$ cat config.mk
export PLATFORM = sky130hd
export DESIGN_NAME = trap_mon_top
export DESIGN_NICKNAME = d
export VERILOG_FILES = /design/src/trap_mon_pkg.sv /design/src/expected_pc_tracker.sv /design/src/cause_pc_tracker.sv /design/src/mepc_compare.sv /design/src/step_retire_checker.sv /design/src/bus_attr_checker.sv /design/src/trap_mon_top.sv
export SDC_FILE = /design/constraint.sdc
export NUM_CORES = 1
export LEC_CHECK = 0
export BUFFER_PORTS_ARGS = -buffer_cell sky130_fd_sc_hd__buf_2
export CAP_MARGIN = 5
export CORE_ASPECT_RATIO = 0.8
export CORE_MARGIN = 3
export CORE_UTILIZATION = 35
export CTS_CLUSTER_SIZE = 8
export DETAILED_ROUTE_END_ITERATION = 6
export HOLD_SLACK_MARGIN = 0.15
export PLACE_DENSITY = 0.6
export SYNTH_ARGS = -nofsm -noshare
export SYNTH_HDL_FRONTEND = slang
export SYNTH_SLANG_ARGS = --single-unit
$ cat constraint.sdc
create_clock -name clk -period 6.05 [get_ports clk]
set_input_delay 0.3025 -clock clk [delete_from_list [all_inputs] [get_ports clk]]
set_output_delay 0.3025 -clock clk [all_outputs]
set_load 0.005 [all_outputs]
$ cat src/trap_mon_pkg.sv
//////////////////////////////////////////////////////////////////////
// Trap monitor package
// Shared widths, exception kind and cause encodings, and the packed
// probe structs that the trap and retirement monitor blocks exchange
//////////////////////////////////////////////////////////////////////

package trap_mon_pkg;

  // Address and data width of the observed core
  localparam int unsigned XLEN = 32;
  // Width of the mcause exception code field
  localparam int unsigned EXC_CODE_W = 6;
  // Number of synchronous exception kinds that are tracked
  localparam int unsigned NUM_EXC_KINDS = 5;
  localparam int unsigned EXC_KIND_W = 3;
  // Memory type attribute on the fetch and data buses
  localparam int unsigned MEMTYPE_W = 2;
  // Bit of the memory type field that marks a bufferable access
  localparam int unsigned MEMTYPE_BUFFERABLE = 0;

  //////////////////////////////////////////////////////////////////////
  // Encodings
  //////////////////////////////////////////////////////////////////////

  // Tracked kinds in writeback priority order, also used as slot index
  typedef enum logic [EXC_KIND_W-1:0] {
    EXC_INSTR_FAULT     = 3'd0,
    EXC_INSTR_BUS_FAULT = 3'd1,
    EXC_ILLEGAL         = 3'd2,
    EXC_ECALL           = 3'd3,
    EXC_EBREAK          = 3'd4
  } exc_kind_e;

  // Synchronous exception codes as written to mcause
  typedef enum logic [EXC_CODE_W-1:0] {
    CAUSE_INSTR_FAULT     = 6'd1,
    CAUSE_ILLEGAL_INSN    = 6'd2,
    CAUSE_BREAKPOINT      = 6'd3,
    CAUSE_ECALL_MMODE     = 6'd11,
    CAUSE_INSTR_BUS_FAULT = 6'd24
  } exc_cause_e;

  // Single step retirement tracking
  typedef enum logic {
    STEP_IDLE  = 1'b0,
    STEP_ARMED = 1'b1
  } step_state_e;

  //////////////////////////////////////////////////////////////////////
  // Probe and status structs
  //////////////////////////////////////////////////////////////////////

  // One status bit per tracked kind
  typedef struct packed {
    logic instr_fault;
    logic instr_bus_fault;
    logic illegal;
    logic ecall;
    logic ebreak;
  } exc_flags_t;

  // Instruction in the writeback stage
  typedef struct packed {
    logic            valid;
    logic [XLEN-1:0] pc;
    logic            illegal;
    logic            ecall;
    logic            ebreak;
    logic            bus_err;
    logic            mpu_err;
  } wb_instr_t;

  // Controller levels that suppress exception tracking
  typedef struct packed {
    logic irq_ack;
    logic debug_pending;
    logic nmi_trap;
    logic debug_mode_n;
    logic debug_mode;
  } ctrl_status_t;

  // CSR cause save strobe with the new cause and mepc value
  typedef struct packed {
    logic            save_cause;
    logic            irq;
    exc_cause_e      code;
    logic [XLEN-1:0] mepc_n;
  } csr_save_t;

  // A captured PC together with its valid marker
  typedef struct packed {
    logic            found;
    logic [XLEN-1:0] pc;
  } pc_slot_t;

  // Sticky bus attribute violations
  typedef struct packed {
    logic fetch_misaligned;
    logic fetch_bufferable;
    logic load_bufferable;
  } attr_flags_t;

endpackage

$ cat src/expected_pc_tracker.sv
//////////////////////////////////////////////////////////////////////
// Expected PC tracker
// Classifies every qualifying writeback instruction into one
// exception kind and keeps the PC of the first one of each kind
//////////////////////////////////////////////////////////////////////

`timescale 1ns/1ps

module expected_pc_tracker (
  input  logic                                                 clk,
  input  logic                                                 rst_ni,
  input  trap_mon_pkg::wb_instr_t                              wb_i,
  input  trap_mon_pkg::ctrl_status_t                           ctrl_i,
  output trap_mon_pkg::pc_slot_t [trap_mon_pkg::NUM_EXC_KINDS-1:0] slots_o
);

  import trap_mon_pkg::*;

  logic                     wb_qualify;
  logic                     wb_hit;
  exc_kind_e                wb_kind;
  logic [NUM_EXC_KINDS-1:0] capture;
  logic [NUM_EXC_KINDS-1:0] found_q;
  logic [XLEN-1:0]          pc_q [NUM_EXC_KINDS];

  // An instruction in writeback only traps synchronously when no
  // interrupt, debug entry or NMI takes the pipeline at the same time
  assign wb_qualify = wb_i.valid & ~ctrl_i.irq_ack & ~ctrl_i.debug_pending &
                      ~ctrl_i.nmi_trap & ~ctrl_i.debug_mode_n;

  // Several error bits may be set together, the highest priority wins
  always_comb begin
    wb_hit  = wb_qualify;
    wb_kind = EXC_INSTR_FAULT;
    if (wb_i.mpu_err) begin
      wb_kind = EXC_INSTR_FAULT;
    end else if (wb_i.bus_err) begin
      wb_kind = EXC_INSTR_BUS_FAULT;
    end else if (wb_i.illegal) begin
      wb_kind = EXC_ILLEGAL;
    end else if (wb_i.ecall) begin
      wb_kind = EXC_ECALL;
    end else if (wb_i.ebreak) begin
      wb_kind = EXC_EBREAK;
    end else begin
      wb_hit = 1'b0;
    end
  end

  // Only the first instruction of each kind is kept
  always_comb begin
    capture = '0;
    if (wb_hit) begin
      capture[wb_kind] = ~found_q[wb_kind];
    end
  end

  always_ff @(posedge clk or negedge rst_ni) begin
    if (!rst_ni) begin
      found_q <= '0;
    end else begin
      found_q <= found_q | capture;
    end
  end

  // PC storage, qualified by the found bits
  always_ff @(posedge clk) begin
    for (int k = 0; k < NUM_EXC_KINDS; k++) begin
      if (capture[k]) begin
        pc_q[k] <= wb_i.pc;
      end
    end
  end

  always_comb begin
    for (int k = 0; k < NUM_EXC_KINDS; k++) begin
      slots_o[k].found = found_q[k];
      slots_o[k].pc    = pc_q[k];
    end
  end

endmodule

$ cat src/cause_pc_tracker.sv
//////////////////////////////////////////////////////////////////////
// Cause PC tracker
// Decodes synchronous cause saves and keeps the first mepc value
// written for each tracked exception kind
//////////////////////////////////////////////////////////////////////

`timescale 1ns/1ps

module cause_pc_tracker (
  input  logic                                                 clk,
  input  logic                                                 rst_ni,
  input  trap_mon_pkg::csr_save_t                              csr_i,
  output trap_mon_pkg::pc_slot_t [trap_mon_pkg::NUM_EXC_KINDS-1:0] slots_o
);

  import trap_mon_pkg::*;

  logic                     cause_hit;
  exc_kind_e                cause_kind;
  logic [NUM_EXC_KINDS-1:0] capture;
  logic [NUM_EXC_KINDS-1:0] found_q;
  logic [XLEN-1:0]          mepc_q [NUM_EXC_KINDS];

  // Interrupt saves are ignored, as are codes outside the tracked set
  always_comb begin
    cause_hit  = csr_i.save_cause & ~csr_i.irq;
    cause_kind = EXC_INSTR_FAULT;
    case (csr_i.code)
      CAUSE_INSTR_FAULT:     cause_kind = EXC_INSTR_FAULT;
      CAUSE_INSTR_BUS_FAULT: cause_kind = EXC_INSTR_BUS_FAULT;
      CAUSE_ILLEGAL_INSN:    cause_kind = EXC_ILLEGAL;
      CAUSE_ECALL_MMODE:     cause_kind = EXC_ECALL;
      CAUSE_BREAKPOINT:      cause_kind = EXC_EBREAK;
      default:               cause_hit  = 1'b0;
    endcase
  end

  // First save of each kind fills its slot
  always_comb begin
    capture = '0;
    if (cause_hit) begin
      capture[cause_kind] = ~found_q[cause_kind];
    end
  end

  always_ff @(posedge clk or negedge rst_ni) begin
    if (!rst_ni) begin
      found_q <= '0;
    end else begin
      found_q <= found_q | capture;
    end
  end

  always_ff @(posedge clk) begin
    for (int k = 0; k < NUM_EXC_KINDS; k++) begin
      if (capture[k]) begin
        mepc_q[k] <= csr_i.mepc_n;
      end
    end
  end

  always_comb begin
    for (int k = 0; k < NUM_EXC_KINDS; k++) begin
      slots_o[k].found = found_q[k];
      slots_o[k].pc    = mepc_q[k];
    end
  end

endmodule

$ cat src/mepc_compare.sv
//////////////////////////////////////////////////////////////////////
// mepc comparator
// Compares expected and saved PCs per kind once both are captured
// and holds sticky checked and mismatch flags
//////////////////////////////////////////////////////////////////////

`timescale 1ns/1ps

module mepc_compare (
  input  logic                                                 clk,
  input  logic                                                 rst_ni,
  input  trap_mon_pkg::pc_slot_t [trap_mon_pkg::NUM_EXC_KINDS-1:0] exp_i,
  input  trap_mon_pkg::pc_slot_t [trap_mon_pkg::NUM_EXC_KINDS-1:0] act_i,
  output trap_mon_pkg::exc_flags_t                             checked_o,
  output trap_mon_pkg::exc_flags_t                             mismatch_o
);

  import trap_mon_pkg::*;

  logic [NUM_EXC_KINDS-1:0] both_found;
  logic [NUM_EXC_KINDS-1:0] checked_q;
  logic [NUM_EXC_KINDS-1:0] mismatch_q;

  // Maps a kind indexed vector onto the named flag fields
  function automatic exc_flags_t to_flags(input logic [NUM_EXC_KINDS-1:0] vec);
    exc_flags_t flags;
    flags.instr_fault     = vec[EXC_INSTR_FAULT];
    flags.instr_bus_fault = vec[EXC_INSTR_BUS_FAULT];
    flags.illegal         = vec[EXC_ILLEGAL];
    flags.ecall           = vec[EXC_ECALL];
    flags.ebreak          = vec[EXC_EBREAK];
    return flags;
  endfunction

  always_comb begin
    for (int k = 0; k < NUM_EXC_KINDS; k++) begin
      both_found[k] = exp_i[k].found & act_i[k].found;
    end
  end

  // The comparison happens once per kind, both slots are frozen by then
  always_ff @(posedge clk or negedge rst_ni) begin
    if (!rst_ni) begin
      checked_q  <= '0;
      mismatch_q <= '0;
    end else begin
      for (int k = 0; k < NUM_EXC_KINDS; k++) begin
        if (both_found[k] && !checked_q[k]) begin
          checked_q[k]  <= 1'b1;
          mismatch_q[k] <= (exp_i[k].pc != act_i[k].pc);
        end
      end
    end
  end

  assign checked_o  = to_flags(checked_q);
  assign mismatch_o = to_flags(mismatch_q);

endmodule

$ cat src/step_retire_checker.sv
//////////////////////////////////////////////////////////////////////
// Single step retirement checker
// Flags a second retirement under single step that happens before
// the core has entered debug mode
//////////////////////////////////////////////////////////////////////

`timescale 1ns/1ps

module step_retire_checker (
  input  logic clk,
  input  logic rst_ni,
  input  logic dcsr_step_i,
  input  logic wb_valid_i,
  input  logic last_op_i,
  input  logic debug_mode_i,
  output logic step_violation_o
);

  import trap_mon_pkg::*;

  step_state_e state_q;
  step_state_e state_d;
  logic        retire_step;
  logic        violation_q;
  logic        violation_d;

  // Last operation of an instruction retiring while stepping in normal mode
  assign retire_step = wb_valid_i & last_op_i & dcsr_step_i & ~debug_mode_i;

  always_comb begin
    state_d     = state_q;
    violation_d = violation_q;
    case (state_q)
      STEP_IDLE: begin
        if (retire_step) begin
          state_d = STEP_ARMED;
        end
      end
      STEP_ARMED: begin
        // The next retirement must already belong to debug mode
        if (wb_valid_i) begin
          state_d = STEP_IDLE;
          if (!debug_mode_i) begin
            violation_d = 1'b1;
          end
        end
      end
      default: state_d = STEP_IDLE;
    endcase
  end

  always_ff @(posedge clk or negedge rst_ni) begin
    if (!rst_ni) begin
      state_q     <= STEP_IDLE;
      violation_q <= 1'b0;
    end else begin
      state_q     <= state_d;
      violation_q <= violation_d;
    end
  end

  assign step_violation_o = violation_q;

endmodule

$ cat src/bus_attr_checker.sv
//////////////////////////////////////////////////////////////////////
// Bus attribute checker
// Sticky flags for misaligned or bufferable fetches and for
// bufferable loads on the data bus
//////////////////////////////////////////////////////////////////////

`timescale 1ns/1ps

module bus_attr_checker (
  input  logic                                 clk,
  input  logic                                 rst_ni,
  input  logic [trap_mon_pkg::XLEN-1:0]        fetch_addr_i,
  input  logic [trap_mon_pkg::MEMTYPE_W-1:0]   fetch_memtype_i,
  input  logic                                 data_req_i,
  input  logic                                 data_we_i,
  input  logic [trap_mon_pkg::MEMTYPE_W-1:0]   data_memtype_i,
  output trap_mon_pkg::attr_flags_t            attr_o
);

  import trap_mon_pkg::*;

  attr_flags_t attr_q;
  logic        load_req;

  // Stores may be bufferable, loads may not
  assign load_req = data_req_i & ~data_we_i;

  always_ff @(posedge clk or negedge rst_ni) begin
    if (!rst_ni) begin
      attr_q <= '0;
    end else begin
      // Fetches are always word aligned on this core
      if (|fetch_addr_i[1:0]) begin
        attr_q.fetch_misaligned <= 1'b1;
      end
      if (fetch_memtype_i[MEMTYPE_BUFFERABLE]) begin
        attr_q.fetch_bufferable <= 1'b1;
      end
      if (load_req && data_memtype_i[MEMTYPE_BUFFERABLE]) begin
        attr_q.load_bufferable <= 1'b1;
      end
    end
  end

  assign attr_o = attr_q;

endmodule

$ cat src/trap_mon_top.sv
//////////////////////////////////////////////////////////////////////
// Trap and retirement monitor
// Observes the core probes, checks mepc against the trapping PC,
// single step retirement and bus attributes
//////////////////////////////////////////////////////////////////////

`timescale 1ns/1ps

module trap_mon_top (
  input  logic                                 clk,
  input  logic                                 rst_ni,
  input  trap_mon_pkg::wb_instr_t              wb_i,
  input  trap_mon_pkg::ctrl_status_t           ctrl_i,
  input  trap_mon_pkg::csr_save_t              csr_i,
  input  logic                                 dcsr_step_i,
  input  logic                                 wb_valid_i,
  input  logic                                 last_op_i,
  input  logic [trap_mon_pkg::XLEN-1:0]        fetch_addr_i,
  input  logic [trap_mon_pkg::MEMTYPE_W-1:0]   fetch_memtype_i,
  input  logic                                 data_req_i,
  input  logic                                 data_we_i,
  input  logic [trap_mon_pkg::MEMTYPE_W-1:0]   data_memtype_i,
  output trap_mon_pkg::exc_flags_t             checked_o,
  output trap_mon_pkg::exc_flags_t             mismatch_o,
  output logic                                 step_violation_o,
  output trap_mon_pkg::attr_flags_t            attr_o
);

  import trap_mon_pkg::*;

  // First trapping PC per kind, seen from writeback and from the CSRs
  pc_slot_t [NUM_EXC_KINDS-1:0] exp_slots;
  pc_slot_t [NUM_EXC_KINDS-1:0] act_slots;

  expected_pc_tracker u_expected_pc_tracker (
    .clk     (clk),
    .rst_ni  (rst_ni),
    .wb_i    (wb_i),
    .ctrl_i  (ctrl_i),
    .slots_o (exp_slots)
  );

  cause_pc_tracker u_cause_pc_tracker (
    .clk     (clk),
    .rst_ni  (rst_ni),
    .csr_i   (csr_i),
    .slots_o (act_slots)
  );

  mepc_compare u_mepc_compare (
    .clk        (clk),
    .rst_ni     (rst_ni),
    .exp_i      (exp_slots),
    .act_i      (act_slots),
    .checked_o  (checked_o),
    .mismatch_o (mismatch_o)
  );

  step_retire_checker u_step_retire_checker (
    .clk              (clk),
    .rst_ni           (rst_ni),
    .dcsr_step_i      (dcsr_step_i),
    .wb_valid_i       (wb_valid_i),
    .last_op_i        (last_op_i),
    .debug_mode_i     (ctrl_i.debug_mode),
    .step_violation_o (step_violation_o)
  );

  bus_attr_checker u_bus_attr_checker (
    .clk             (clk),
    .rst_ni          (rst_ni),
    .fetch_addr_i    (fetch_addr_i),
    .fetch_memtype_i (fetch_memtype_i),
    .data_req_i      (data_req_i),
    .data_we_i       (data_we_i),
    .data_memtype_i  (data_memtype_i),
    .attr_o          (attr_o)
  );

endmodule

# Word-level counts from Yosys, hierarchy flattened
# Memory sizes are Yosys's and may differ from the RTL's.
# Cells that the tools add are included.
# op_classes
add_sub_neg,0
mul,0
n_div,0
magnitude_cmp,4
eq_ne,10
shift,0
n_mux,69
bitwise_logic,28
n_reduce_logical,24
# ops
operator,n
$mux 32,8
$reduce_or 32->1,8
$ne 32x32->1,5
$mux 1,40
$mux 3,13
$and 1x1->1,14
$eq 6x2->1 const B,2
$pmux 3 s4,1
$and 5x5->5,2
$mux 5,2
$not 1->1,10
$or 5x5->5,2
$logic_and 1x1->1,8
$lt 3x4->1 const B,2
$bmux 1 s3,2
$demux 1 s3,2
$eq 6x1->1 const B,1
$eq 6x4->1 const B,1
$eq 6x5->1 const B,1
$ge 3x1->1 const B,2
$logic_not 1->1,5
$reduce_or 5->1,1
$reduce_and 3->1,1
$pmux 1 s2,1
$reduce_or 2->1,1
# totals
ff_bits,25
latchBits,0
mem_bits_rw,320
rom_bits,0
in_bits,126
output_inout_bits,14
word_cells,154
memories,2
# memory_table
memory,words,width,read_ports,rd_clocked_by_memory_dff,wr,line_no,text
u_cause_pc_tracker.mepc_q,5,32,5,0,1,cause_pc_tracker.sv:22,logic [XLEN-1:0] mepc_q [NUM_EXC_KINDS];
u_expected_pc_tracker.pc_q,5,32,5,0,1,expected_pc_tracker.sv:24,logic [XLEN-1:0] pc_q [NUM_EXC_KINDS];

# Longest topological paths before layout
# depth
word_depth,18
depth_mapped,5
depth_no_buf,5

# Modules after synthesis
# From an unflattened synthesis, not the netlist that was laid out.
# unflattened
hier_cells,630
area_unflattened_um2,12523.3
# by_module_without_submodules
mod,n_inst,cells_each,area_per_inst_um2
cause_pc_tracker,1,186,5116.2
expected_pc_tracker,1,186,5079.9
mepc_compare,1,245,2145.8
bus_attr_checker,1,7,100.1
step_retire_checker,1,6,81.3

# Least setup slack after synthesis
# OpenSTA, ideal clock, no wires.
# synth_timing
kind,register to register
start,reg u_cause_pc_tracker.found_q[4]
end,"mem u_cause_pc_tracker.mepc_q[4][0], in the netlist u_cause_pc_tracker.mepc_q[0][128], enable pin"
arrival_time_ns,4.351
required_time_ns,5.535
path_slack_ns,1.184
path_stages_with_launch,5
cell_sequence,dfrtp_1 > and3b_1 > o31ai_2 > nand4_2 > nor4b_1
# synth_via
elab_cells_between_ends,27
# synth_lines
item,line_no,text
"start, declared",cause_pc_tracker.sv:21,logic [NUM_EXC_KINDS-1:0] found_q;
"start signal, assigned",cause_pc_tracker.sv:50,found_q <= found_q | capture;
$bmux 1 s3 *,cause_pc_tracker.sv:42,capture[cause_kind] = ~found_q[cause_kind];
$mux 1 (implied by the code) *,cause_pc_tracker.sv:42,
$not 1->1 *,cause_pc_tracker.sv:42,
$and 5x5->5 (no source line) *,-,
$mux 5 *,cause_pc_tracker.sv:41,if (cause_hit) begin
named net u_cause_pc_tracker.capture[4],cause_pc_tracker.sv:20,logic [NUM_EXC_KINDS-1:0] capture;
$mux 1 *,cause_pc_tracker.sv:56,if (capture[k]) begin
$mux 1 (implied by the code) *,cause_pc_tracker.sv:57,mepc_q[k] <= csr_i.mepc_n;
$reduce_or 32->1 (no source line),-,
$mux 3 (no source line) / $mux 1 (equally long branches),-,
"end, declared",cause_pc_tracker.sv:22,
# The timed path passes the listed nets; every way through them passes the cells marked *. The select of a mux whose other input is x is not followed.

# Worst setup path after layout
# layout_timing
start,reg u_cause_pc_tracker.found_q[4]
end,"mem u_cause_pc_tracker.mepc_q[2][4], in the netlist u_cause_pc_tracker.mepc_q[0][68], enable pin"
# layout_via
elab_cells_between_ends,27
# layout_lines
item,line_no
$bmux 1 s3 *,cause_pc_tracker.sv:42
$mux 1 (implied by the code) *,cause_pc_tracker.sv:42
$not 1->1 *,cause_pc_tracker.sv:42
$and 5x5->5 (no source line) *,-
$mux 5 *,cause_pc_tracker.sv:41
named net u_cause_pc_tracker.capture[2],cause_pc_tracker.sv:20
$mux 1 *,cause_pc_tracker.sv:56
$mux 1 (implied by the code) *,cause_pc_tracker.sv:57
$reduce_or 32->1 (no source line),-
$mux 3 (no source line) / $mux 1 (equally long branches) (3 in a row),-
# Marked as above.

==> summary.md <==
| Metric | Value |
|---|---|
| Net Count, Synth | 777 |
| CP peak stage delay | 540 ps |
| Total gr overflow | 0 |
| RSZ-0062 raised after global routing | false |
| Sw Share | 19.7% |
| Die extent in y | 175 um |
| Final layout net count | 1024 |
| Sw Pwr | 1030 uW |
| Drt via density | 4.65 |
| Crit Path Max Fanout | 32 |
| Clock sinks | 345 |
| Sequential element share of the synthesized area | 81.8% |
| Initial DRC Count | 473 |
| Utilization after layout | 45.5% |
| Post-layout min period | 2510 ps |
| HPWL after DPL | 19.0 mm |
| H-tree depth | 2 |
| IO Count | 140 |
| Total GRT Usage | 15.8% |
| Worst path slowest cell | or4_1 |
| CTS tree | built |
| Routed via count | 6509 |
| Ys async rst share | 7.25% |
| Hold WC Path Type | in -> reg |
| Die area | 38100 sq um |
| Routability cong. | 0.772 |
| Synth unique cells | 38 |
| TritonRoute pass-1 iters | 4 |
| Top post-synthesis cells by area | edfxtp_1, xnor2_1, dfrtp_1 |
| Core Area | 35000 sq um |
| Root buffer cell | clkbuf_16 |
| Drt total wl | 29.9 mm |
| Achievable Freq | 0.398 GHz |
| Worst Tran Pin Value | 822 ps |
| Cell Int Power | 4220 uW |
| Buffers on Ports | 107 |
| Arr. time, crit path | 2680 ps |
| Critical path launch point type | flip-flop |
| Row cnt | 61 |
| Initial antenna violation count | 0 |
| Status | completed |
| Worst skew pair latency | 540 ps |
| TritonCTS Buffers | 49 |
| Starting Density | 35.7% |
| Setup Skew | 17.1 ps |
| Finish-stage setup viols | 0 |
| Routed len/inst | 21.3 um |
| Fill count | 2996 |
| Slew Limit Fails | 0 |
| Syn-to-layout area delta | 27.3% |
| VDD IR max | 0.169 mV |
| Worst EP required | 6220 ps |
| Max-cap viol count | 0 |
| Post-CTS Setup Bufs | 0 |
| Most used flip-flop cell after synthesis | edfxtp_1 |
| Setup_tns | 0 ps |
| Largest net degree at the start of global routing | 34 |
| DRC violations left | 0 |
| Layout cell share with drive strength beyond 1 | 20.6% |
| Leakage | 0.00529 uW |
| Power share of the combinational group | 3.3% |
| Count leader, synth | edfxtp_1 |
| Vias in the first global route | 6637 |
| Sequential power share | 50.8% |
| Synth Cell Area | 12500 sq um |
| Critical path cell sequence | and3b_1 -> o31ai_2 -> nand4_2 -> or4_1 -> nor2_4 -> buf_4 |
| Post-synth EDFFs | 320 |
| Synthesized instance count | 651 |
| Clock slew at reported path FFs | 50 ps |
| R2R Setup Slk | 3540 ps |
| Final period utilization | 41.5% |
| Synth top area share | 76.8% |
| Clock power frac | 45.9% |
| First-pass GRT wire length | 43.3 mm |
| Rel. slew slack | 44.8% |
| Routed Antenna Nets | 0 |
| Chip width | 217 um |
| CTS Buffer Depth | 3 |
| Number of diodes | 0 |
| Worst setup EP type | flip-flop |
| Hold Vio Cnt, Final | 0 |
| Pwr dens | 330 nW/um^2 |
| Mean Syn Cell Area | 19.2 sq um |
| Synth Warn # | 0 |
| Post-synth top cells | edfxtp_1, xnor2_1, xor2_1 |
| #FFs+latches synth | 345 |
| Area leader, netlist | edfxtp_1 |
| CP Class | reg -> reg |
==> critical path, delay by kind of cell, from the launching register on <==
kind | cells | cell delay, ps
and+or+nand+nor | 4 | 1070
buffers and inverters | 1 | 460
DFF | 1 | 380
AOI/OAI and AO/OA | 1 | 200
==> cell type report <==
cell class	count	area (sq um)	area share, %
Clock buffer	78	1340	8.38
Clock inverter	3	26.3	0.165
Multi-Input combinational cell	300	2310	14.5
Timing Repair Buffer	196	1400	8.80
Inverter	6	22.5	0.141
Tap cell	472	591	3.71
Sequential cell	345	10200	64.3
==> cells by family (layout without fill, tap and decap cells) <==
group           after synthesis  in the layout  synth area share (%)
simple gates                118            118                  5.47
xor+xnor                    160            160                  11.2
compound gates               21             21                  1.26
buf+inv                       6            283                 0.180
mux                           1              1                0.0800
flops                       345            345                  81.8
==> metrics by stage <==
stage               instances  cell area (sq um)  hold slack, ps  total power (uW)  setup slack (ps)
detailed placement       1240              13800             383              2850              3300
floorplan                 651              12500            6.91              2740              1180
global placement         1240              13800             389              2840              3370
CTS                      1400              15900             174              5310              3500
finish                   1400              15900             181              5250              3540
global route             1400              15900             220              5430              3410
==> cells in the final DEF (no fill, tap or decap), types with 9 or more instances in the layout <==
master and instances:
buf_2 107, buf_4 10, clkbuf_1 29, clkbuf_16 49
dfrtp_1 25, dlygate4sd3_1 79, edfxtp_1 320, nand2b_1 9
nand4_1 32, nor2_1 16, nor3_1 11, nor4_1 10
xnor2_1 125, xor2_1 35
==> sequential cells by signal, summed over array words and instances, names as in the netlist <==
signal                                  count
u_mepc_compare.mismatch_q                   5
u_step_retire_checker.step_violation_o      1
u_mepc_compare.checked_q                    5
u_cause_pc_tracker.mepc_q                 160
u_bus_attr_checker.attr_o                   3
u_expected_pc_tracker.pc_q                160
u_cause_pc_tracker.found_q                  5
u_expected_pc_tracker.found_q               5
u_step_retire_checker.state_q               1
==> power groups by stage <==
stage          clock (uW)  sequential [uW]  combinational, uW
2_1_floorplan           0             2700               36.1
3_3_place_gp            0             2710                134
3_5_place_dp            0             2710                137
4_1_cts              2470             2660                177
5_1_grt              2570             2670                193
6_report             2410             2670                175
==> what timing repair did <==
action,in CTS,in global routing
resized for setup,0,0
endpoints found under the setup margin,0,0
hold buffers,79,0
hold endpoints to repair,353,0
==> final timing paths <==
check,startpoint,to,depth (start not counted)
max,u_cause_pc_tracker.found_q[4],u_cause_pc_tracker.mepc_q[0][68],6
min,csr_i[33],u_cause_pc_tracker.found_q[0],3
max reg2reg,u_cause_pc_tracker.found_q[4],u_cause_pc_tracker.mepc_q[0][68],6
min reg2reg,u_bus_attr_checker.attr_o[1],u_bus_attr_checker.attr_o[1],1
max in group asynchronous,rst_ni,u_mepc_compare.mismatch_q[0],2
min in group asynchronous,rst_ni,u_step_retire_checker.state_q,2
==> per-layer routing <==
layer	vias up	share of wire [%]	track usage, %
met1	3326	49	23.7
met3	39	5.0	3.11
met5	-	0	0
met4	0	1.4	3.67
met2	167	45	23.9
li1	2977	-	-
Note: power is estimated with default switching activity, not from simulation.
